$ cat src/rpm_pkg.sv
package rpm_pkg;

  localparam int lane_w = 8;   // one lane operand
  localparam int prod_w = 16;  // one lane product

  typedef enum logic {
    mode_full = 1'b0,  // 16x8 product
    mode_dual = 1'b1   // two 8x8 products
  } mult_mode_e;

  typedef struct packed {
    logic [lane_w-1:0] hi;
    logic [lane_w-1:0] lo;
  } operand_lanes_t;

  typedef union packed {
    logic [2*lane_w-1:0] value;
    operand_lanes_t      lanes;
  } operand_u;

  typedef struct packed {
    logic [prod_w-1:0] hi;
    logic [prod_w-1:0] lo;
  } result_lanes_t;

  // full mode leaves bits 31:24 at zero
  typedef union packed {
    logic [2*prod_w-1:0] value;
    result_lanes_t       lanes;
  } result_u;

endpackage

$ cat src/cla4_adder.sv
`timescale 1ns/100ps

module cla4_adder (
  input  logic [3:0] x,
  input  logic [3:0] y,
  input  logic       cin,
  output logic [3:0] sum,
  output logic       cout
);

  logic [3:0] g;
  logic [3:0] p;
  logic [3:0] c;

  assign g = x & y;  // generate
  assign p = x ^ y;  // propagate

  // flat lookahead, no ripple between bits
  assign c[0] = cin;
  assign c[1] = g[0] | (p[0] & cin);
  assign c[2] = g[1] | (p[1] & g[0]) | (p[1] & p[0] & cin);
  assign c[3] = g[2] | (p[2] & g[1]) | (p[2] & p[1] & g[0])
              | (p[2] & p[1] & p[0] & cin);
  assign cout = g[3] | (p[3] & g[2]) | (p[3] & p[2] & g[1])
              | (p[3] & p[2] & p[1] & g[0])
              | (p[3] & p[2] & p[1] & p[0] & cin);

  assign sum = p ^ c;

endmodule

$ cat src/lane_combiner.sv
`timescale 1ns/100ps

module lane_combiner (
  input  logic                        clk,
  input  logic                        arst_n,
  input  logic                        lo_valid,
  input  logic [rpm_pkg::prod_w-1:0]  lo_product,
  input  rpm_pkg::mult_mode_e         lo_mode,
  input  logic                        hi_valid,
  input  logic [rpm_pkg::prod_w-1:0]  hi_product,
  output logic                        out_valid,
  output rpm_pkg::result_u            result
);

  rpm_pkg::result_u result_d;

  always_comb begin
    if (lo_mode == rpm_pkg::mode_full) begin
      // hi lane weighs 2^8, sum fits in 24 bits
      result_d.value = {{rpm_pkg::prod_w{1'b0}}, lo_product}
                     + {{rpm_pkg::lane_w{1'b0}}, hi_product, {rpm_pkg::lane_w{1'b0}}};
    end else begin
      result_d.lanes.hi = hi_product;
      result_d.lanes.lo = lo_product;
    end
  end

  always_ff @(posedge clk or negedge arst_n) begin
    if (!arst_n) begin
      out_valid <= 1'b0;
    end else begin
      out_valid <= lo_valid & hi_valid;
    end
  end

  always_ff @(posedge clk) begin
    if (lo_valid) begin
      result <= result_d;
    end
  end

  // both lanes sample the same strobe, so they must stay in step
  a_lanes_aligned : assert property (@(posedge clk) disable iff (!arst_n)
    lo_valid == hi_valid)
    else $error("lane valid flags out of step");

endmodule

$ cat src/mult_lane.sv
`timescale 1ns/100ps

module mult_lane #(
  parameter int LANE_IDX = 0
) (
  input  logic                        clk,
  input  logic                        arst_n,
  input  logic                        in_valid,
  input  rpm_pkg::mult_mode_e         mode,
  input  rpm_pkg::operand_u           a,
  input  rpm_pkg::operand_u           b,
  output logic                        lane_valid,
  output logic [rpm_pkg::prod_w-1:0]  lane_product,
  output rpm_pkg::mult_mode_e         lane_mode
);

  logic [rpm_pkg::lane_w-1:0] op_x;
  logic [rpm_pkg::lane_w-1:0] op_y;
  logic [rpm_pkg::prod_w-1:0] product;
  logic [rpm_pkg::prod_w-1:0] x_ext;
  logic [rpm_pkg::prod_w-1:0] y_ext;

  if (LANE_IDX == 0) begin : g_lane_lo
    assign op_x = a.lanes.lo;
    assign op_y = b.lanes.lo;
  end else begin : g_lane_hi
    assign op_x = a.lanes.hi;
    assign op_y = (mode == rpm_pkg::mode_dual) ? b.lanes.hi : b.lanes.lo;  // full mode shares b.lo
  end

  pp_multiplier_8 mult_inst (
    .x       (op_x),
    .y       (op_y),
    .product (product)
  );

  always_ff @(posedge clk or negedge arst_n) begin
    if (!arst_n) begin
      lane_valid <= 1'b0;
    end else begin
      lane_valid <= in_valid;
    end
  end

  always_ff @(posedge clk) begin
    if (in_valid) begin
      lane_product <= product;
      lane_mode    <= mode;
    end
  end

  assign x_ext = {{(rpm_pkg::prod_w - rpm_pkg::lane_w){1'b0}}, op_x};
  assign y_ext = {{(rpm_pkg::prod_w - rpm_pkg::lane_w){1'b0}}, op_y};

  // checks the whole partial product tree against a plain multiply
  a_lane_product : assert property (@(posedge clk) disable iff (!arst_n)
    lane_valid |-> lane_product == $past(x_ext) * $past(y_ext))
    else $error("lane %0d product mismatch", LANE_IDX);

endmodule

$ cat src/pp_multiplier_8.sv
`timescale 1ns/100ps

module pp_multiplier_8 (
  input  logic [rpm_pkg::lane_w-1:0] x,
  input  logic [rpm_pkg::lane_w-1:0] y,
  output logic [rpm_pkg::prod_w-1:0] product
);

  logic [rpm_pkg::lane_w-1:0] pp [rpm_pkg::lane_w];  // pp[i][j] has weight i+j

  logic [3:0] s1, s2, s3, s4, s5, s6, s7, s8, s9;
  logic       c1, c2, c3, c4, c5, c6, c7, c8, c9;

  logic sa, sb, sc, sd, se, sf;
  logic ca, cb, cc, cd, ce, cf;

  logic [13:0] row_a;
  logic [13:0] row_b;
  logic [13:0] fin_g;
  logic [13:0] fin_p;
  logic [14:0] fin_c;

  for (genvar i = 0; i < rpm_pkg::lane_w; i++) begin : g_pp
    assign pp[i] = y & {rpm_pkg::lane_w{x[i]}};
  end

  // first layer, raw partial products only
  cla4_adder cla01_inst (  // weights 2..5
    .x    (pp[0][5:2]),
    .y    (pp[1][4:1]),
    .cin  (pp[2][0]),
    .sum  (s1),
    .cout (c1)
  );

  cla4_adder cla02_inst (  // weights 6..9
    .x    ({pp[2][7], pp[1][7], pp[0][7:6]}),
    .y    ({pp[3][6], pp[2][6], pp[1][6:5]}),
    .cin  (pp[6][0]),
    .sum  (s2),
    .cout (c2)
  );

  cla4_adder cla03_inst (  // weights 4..7
    .x    (pp[2][5:2]),
    .y    (pp[3][4:1]),
    .cin  (pp[4][0]),
    .sum  (s3),
    .cout (c3)
  );

  cla4_adder cla04_inst (  // weights 6..9
    .x    (pp[4][5:2]),
    .y    (pp[5][4:1]),
    .cin  (s2[0]),
    .sum  (s4),
    .cout (c4)
  );

  cla4_adder cla05_inst (  // weights 10..13
    .x    ({pp[6][7], pp[5][7], pp[4][7:6]}),
    .y    ({pp[7][6], pp[6][6], pp[5][6:5]}),
    .cin  (pp[3][7]),
    .sum  (s5),
    .cout (c5)
  );

  cla4_adder cla06_inst (  // weights 8..11
    .x    (pp[6][5:2]),
    .y    (pp[7][4:1]),
    .cin  (pp[3][5]),
    .sum  (s6),
    .cout (c6)
  );

  // second layer merges first layer sums
  cla4_adder cla07_inst (  // weights 3..6
    .x    ({c1, s1[3:1]}),
    .y    ({s9[1:0], s3[0], pp[2][1]}),
    .cin  (pp[3][0]),
    .sum  (s7),
    .cout (c7)
  );

  cla4_adder cla08_inst (  // weights 7..10
    .x    ({s5[0], s6[1], s2[2:1]}),
    .y    ({s6[2], s4[3], s6[0], pp[6][1]}),
    .cin  (pp[7][0]),
    .sum  (s8),
    .cout (c8)
  );

  cla4_adder cla09_inst (  // weights 5..8
    .x    ({c3, s3[3:2], pp[4][1]}),
    .y    ({s4[2:0], s3[1]}),
    .cin  (pp[5][0]),
    .sum  (s9),
    .cout (c9)
  );

  // leftover columns, weight 7 to 12
  assign sa = s8[0] ^ s9[2] ^ c7;
  assign ca = (s8[0] & s9[2]) | (s8[0] & c7) | (s9[2] & c7);
  assign sb = s8[1] ^ s9[3];
  assign cb = s8[1] & s9[3];
  assign sc = s8[2] ^ s2[3] ^ c9;
  assign cc = (s8[2] & s2[3]) | (s8[2] & c9) | (s2[3] & c9);
  assign sd = s8[3] ^ c4 ^ c2;
  assign cd = (s8[3] & c4) | (s8[3] & c2) | (c4 & c2);
  assign se = s5[1] ^ s6[3] ^ c8;
  assign ce = (s5[1] & s6[3]) | (s5[1] & c8) | (s6[3] & c8);
  assign sf = s5[2] ^ c6 ^ pp[7][5];
  assign cf = (s5[2] & c6) | (s5[2] & pp[7][5]) | (c6 & pp[7][5]);

  // two rows left, bit 0 is weight 1
  assign row_a = {pp[7][7], s5[3], sf, se, sd, sc, sb, sa, s7, s1[0], pp[0][1]};
  assign row_b = {c5, cf, ce, cd, cc, cb, ca, 6'b000000, pp[1][0]};

  assign fin_g    = row_a & row_b;
  assign fin_p    = row_a ^ row_b;
  assign fin_c[0] = 1'b0;

  for (genvar i = 0; i < 14; i++) begin : g_final
    assign fin_c[i+1]   = fin_g[i] | (fin_p[i] & fin_c[i]);
    assign product[i+1] = fin_p[i] ^ fin_c[i];
  end

  assign product[0]  = pp[0][0];
  assign product[15] = fin_c[14];

endmodule

$ cat src/simd_mult_top.sv
`timescale 1ns/100ps

module simd_mult_top (
  input  logic                          clk,
  input  logic                          arst_n,
  input  logic                          in_valid,
  input  rpm_pkg::mult_mode_e           mode,
  input  logic [2*rpm_pkg::lane_w-1:0]  a,
  input  logic [2*rpm_pkg::lane_w-1:0]  b,
  output logic                          out_valid,
  output logic [2*rpm_pkg::prod_w-1:0]  result
);

  logic                       lo_valid;
  logic [rpm_pkg::prod_w-1:0] lo_product;
  rpm_pkg::mult_mode_e        lo_mode;
  logic                       hi_valid;
  logic [rpm_pkg::prod_w-1:0] hi_product;

  mult_lane #(
    .LANE_IDX (0)
  ) lane_lo_inst (
    .clk          (clk),
    .arst_n       (arst_n),
    .in_valid     (in_valid),
    .mode         (mode),
    .a            (a),
    .b            (b),
    .lane_valid   (lo_valid),
    .lane_product (lo_product),
    .lane_mode    (lo_mode)
  );

  mult_lane #(
    .LANE_IDX (1)
  ) lane_hi_inst (
    .clk          (clk),
    .arst_n       (arst_n),
    .in_valid     (in_valid),
    .mode         (mode),
    .a            (a),
    .b            (b),
    .lane_valid   (hi_valid),
    .lane_product (hi_product),
    .lane_mode    ()  // lane 0 carries the mode
  );

  lane_combiner lane_combiner_inst (
    .clk        (clk),
    .arst_n     (arst_n),
    .lo_valid   (lo_valid),
    .lo_product (lo_product),
    .lo_mode    (lo_mode),
    .hi_valid   (hi_valid),
    .hi_product (hi_product),
    .out_valid  (out_valid),
    .result     (result)
  );

endmodule

$ cat config.mk
export PLATFORM = sky130hd
export DESIGN_NAME = simd_mult_top
export DESIGN_NICKNAME = d
export VERILOG_FILES = /design/src/rpm_pkg.sv /design/src/cla4_adder.sv /design/src/lane_combiner.sv /design/src/mult_lane.sv /design/src/pp_multiplier_8.sv /design/src/simd_mult_top.sv
export SDC_FILE = /design/constraint.sdc
export NUM_CORES = 1
export LEC_CHECK = 0
export BUFFER_PORTS_ARGS = -buffer_cell sky130_fd_sc_hd__buf_2
export CAP_MARGIN = 30
export CORE_MARGIN = 2
export CORE_UTILIZATION = 35
export DETAILED_ROUTE_END_ITERATION = 16
export GPL_TIMING_DRIVEN = 0
export PLACE_DENSITY_LB_ADDON = 0.2
export SLEW_MARGIN = 10
export SYNTH_ARGS = -nofsm -noshare
export SYNTH_HDL_FRONTEND = slang
export SYNTH_SLANG_ARGS = --single-unit
$ cat constraint.sdc
create_clock -name clk -period 1.9 [get_ports clk]
set_clock_uncertainty 0.05 [all_clocks]
set_input_delay 0 -clock clk [delete_from_list [all_inputs] [get_ports clk]]
set_output_delay 0 -clock clk [all_outputs]
set_load 0.02 [all_outputs]
==> flow_summary_export.csv <==
group,metric,value,unit
run_status,status,"complete, but fails checks",
run_status,violations,"negative setup slack",
finish,final_cell_mix,"ha_1, edfxtp_1, nor2b_1",
finish,multi_input_area,5400,um^2
synth,synth_compound_area_share,9.58,%
clocking,cts_buffer_depth,2,
finish,final_cell_area,9250,um^2
synth,postSynthAreaPerCell,10.7,um^2
route,vias_per_cell,4.74,
clocking,cts_made_buffers,9,
global_route,grt_pass1_vias,4965,
synth,syn_inst,642,
synth,ys_seq_area_share,29.2,%
synth,synth_fa_ha_area_share,30.1,%
synth,ys_ff_latch,67,
finish,num-nets-final,944,
finish,final_core_util,47.8,%
critical_path,crit_fanout,5,
finish,antenna_cells,0,
finish,regArea,2000,um^2
critical_path,path_cells,"buf_16 > mux2i_4 > buf_6 > nor2b_4 > fa_2 > fa_1 > ha_4 > xor2_2 > ha_1 > a21oi_2 > fa_1 > inv_2 > ha_4 > fa_2 > inv_2 > fa_2 > inv_2 > fa_2 > fa_2 > fa_2 > fa_2 > fa_2",
synth,ys_warn_count,0,
synth,synth_top_family_by_area,"adder cells",
die,die_area,20700,um^2
synth,synthFlopType,"edfxtp_1",
run,drv_cap,0,
synth,synthXorXnorAreaFrac,7.68,%
clocking,cts_root_buf,"clkbuf_16",
synth,muxShareOfSynthArea,2.03,%
route,finalWirelength,16200,um
clocking,clkTransAtPathRegs,60,ps
critical_path,cp_slowest_cell,"fa_1",
route,detail-route-antenna-nets,0,
global_route,antenna_found_initial,0,
synth,synth_edf_count,65,
synth,synthSimpleGateAreaFrac,18.1,%
sta,layout_min_cycle_time,5450,ps
route,drc,0,
sta,clock.fmax,0.183,GHz
sta,setup_slack,-3550,ps
synth,synthTopCellsByArea,"edfxtp_1, ha_1, fa_1",
synth,async_reset_ff_share,2.99,%
global_route,track_usage,15.8,%
route,avgRoutedWirePerCell,15.6,um
global_route,overflow,0,
sta,setup_viol,38,
place,placed_cell_area,7760,um^2
synth,synth_cell_types,42,
critical_path,cpPeakStageDelay,600,ps
sta,period_share,287,%
clocking,ctsHtreeMaxLevel,3,
critical_path,path_buf_inv,5,
power,ir_drop,0.671,mV
critical_path,cp.arrival,5470,ps
sta,hold_viol_final,0,
route,drt_pass1_iterations,4,
sta,rsz0062_at_grt,"yes",
synth,synth_top_area_cell,"edfxtp_1",
die,fp.coreArea,19300,um^2
power,power_leakage,4.00,nW
clocking,clk_latency,330,ps
synth,syn_area,6850,um^2
place,place.gp.congestion,0.840,
clocking,clock-sinks,67,
critical_path,crit_family,"adder cells",
critical_path,endpoint_kind,"register",
sta,max_slew_margin,52.3,%
critical_path,path_class,"input port to register",
finish,area_growth_syn_to_layout,35.1,%
sta,drv_slew,0,
hold_path,hold_class,"input port to register",
die,fp.dieW,144,um
die,pin_count,69,
route,vias,4927,
clocking,cts_tree,"done",
die,rows,51,
critical_path,r2r_setup_slack,-340,ps
place,dp_hpwl,12100,um
sta,tightest_slew,715,ps
die,initial_core_util,35.4,%
critical_path,critPathLaunchType,"input port",
global_route,grt_pass1_wl,25500,um
finish,fill_cells,1762,
synth,syn_nets,817,
critical_path,required,1920,ps
place,portBuffers,68,
finish,final_common_cell,"ha_1",
finish,drive_above_1_share,35.8,%
die,die_y,144,um
route,drt_iter0_drc,218,
critical_path,crit_top_cell,"fa_2",
global_route,grt_max_degree,35,
synth,synth_top_cell_area_share,28.5,%
power,p_per_area,1160,nW/um^2
## synthesized netlist by cell type (all sizes together) (13+ instances only)
library cell / number
nand3: 13
edfxtp: 65
and2: 64
nand2: 27
nor2b: 71
fa: 43
xor2: 28
ha: 96
xnor2: 32
o21ai: 28
a21oi: 29
inv: 44
nor2: 14
## power by group
part | leakage, nW | total (W) | switching [W] | internal [W]
Sequential | 0.657 | 0.00270 | 0.000311 | 0.00239
Clock | 0.190 | 0.00212 | 0.000579 | 0.00155
Combinational | 3.16 | 0.00589 | 0.00312 | 0.00278
Total | 4.00 | 0.0107 | 0.00401 | 0.00671
## layer usage
| metal | GRT usage (%) | wire [um] | vias up |
|---|---|---|---|
| met5 | 0 | 0 | - |
| met2 | 25.2 | 7550 | 93 |
| li1 | - | - | 2459 |
| met3 | 1.93 | 595 | 18 |
| met1 | 22.1 | 7840 | 2357 |
| met4 | 5.42 | 246 | 0 |
## area by class of cell
type / instances / area share [%]
multi-input cells: 522 / 58.3
flip-flops and latches: 67 / 21.6
plain buffers: 8 / 0.771
repair buffers: 117 / 9.67
inverters: 44 / 1.79
clock inverters: 7 / 1.77
clock buffers: 9 / 2.43
well taps: 265 / 3.58
## what timing repair did
action	CTS	global route
hold endpoints to repair	3	0
setup endpoints to repair	38	38
gates resized for setup	68	74
setup buffers	24	22
hold buffers	3	0
pin swaps	35	48
gates cloned	0	1
## worst register-to-register path: stages (launching register included)
cell	delay [ps]
edfxtp_1	460
ha_4	180
inv_2	40
fa_2	330
and2b_2	270
o31ai_4	70
buf_12	150
a211oi_2	200
xnor2_1	150
o21ai_1	80
## worst paths after layout
path	start	cells after the start	end
max reg2reg	lane_hi_inst.lane_product[0]$_DFFE_PP_	9	lane_combiner_inst.result[18]$_DFFE_PP_
max in group asynchronous	arst_n	3	lane_combiner_inst.out_valid$_DFF_PN0_
max	mode	22	lane_hi_inst.lane_product[14]$_DFFE_PP_
min in group asynchronous	arst_n	3	lane_hi_inst.lane_valid$_DFF_PN0_
min reg2reg	lane_lo_inst.lane_product[7]$_DFFE_PP_	0	lane_combiner_inst.result[7]$_DFFE_PP_
min	a[0]	2	lane_lo_inst.lane_product[0]$_DFFE_PP_
## metrics by stage
stage	setup TNS (ps)	power [W]	cells	setup WS [ps]	hold WS, ps
2_1_floorplan	-52040	0.00608	642	-3840	-346
3_3_place_gp	-69210	0.00723	975	-4520	-265
3_5_place_dp	-69750	0.00730	976	-4550	-263
4_1_cts	-51060	0.0100	1019	-3650	15.4
5_1_grt	-53520	0.0116	1039	-3710	35.7
6_report	-50020	0.0107	1039	-3550	16.5
## logic make-up after synthesis
logic type | count (synthesis)
and+or+nand+nor | 217
muxes | 10
buffers and inverters | 53
adders and majority gates | 139
xor gates and xnor gates | 60
AOI/OAI and AO/OA | 96
DFF | 67
## state kept, by name (all words and copies together) (netlist names)
signal                        count
lane_hi_inst.lane_valid           1
lane_combiner_inst.result        32
lane_lo_inst.lane_product        16
lane_hi_inst.lane_product        16
lane_lo_inst.lane_mode            1
lane_combiner_inst.out_valid      1
Note: power is estimated with default switching activity, not from simulation.
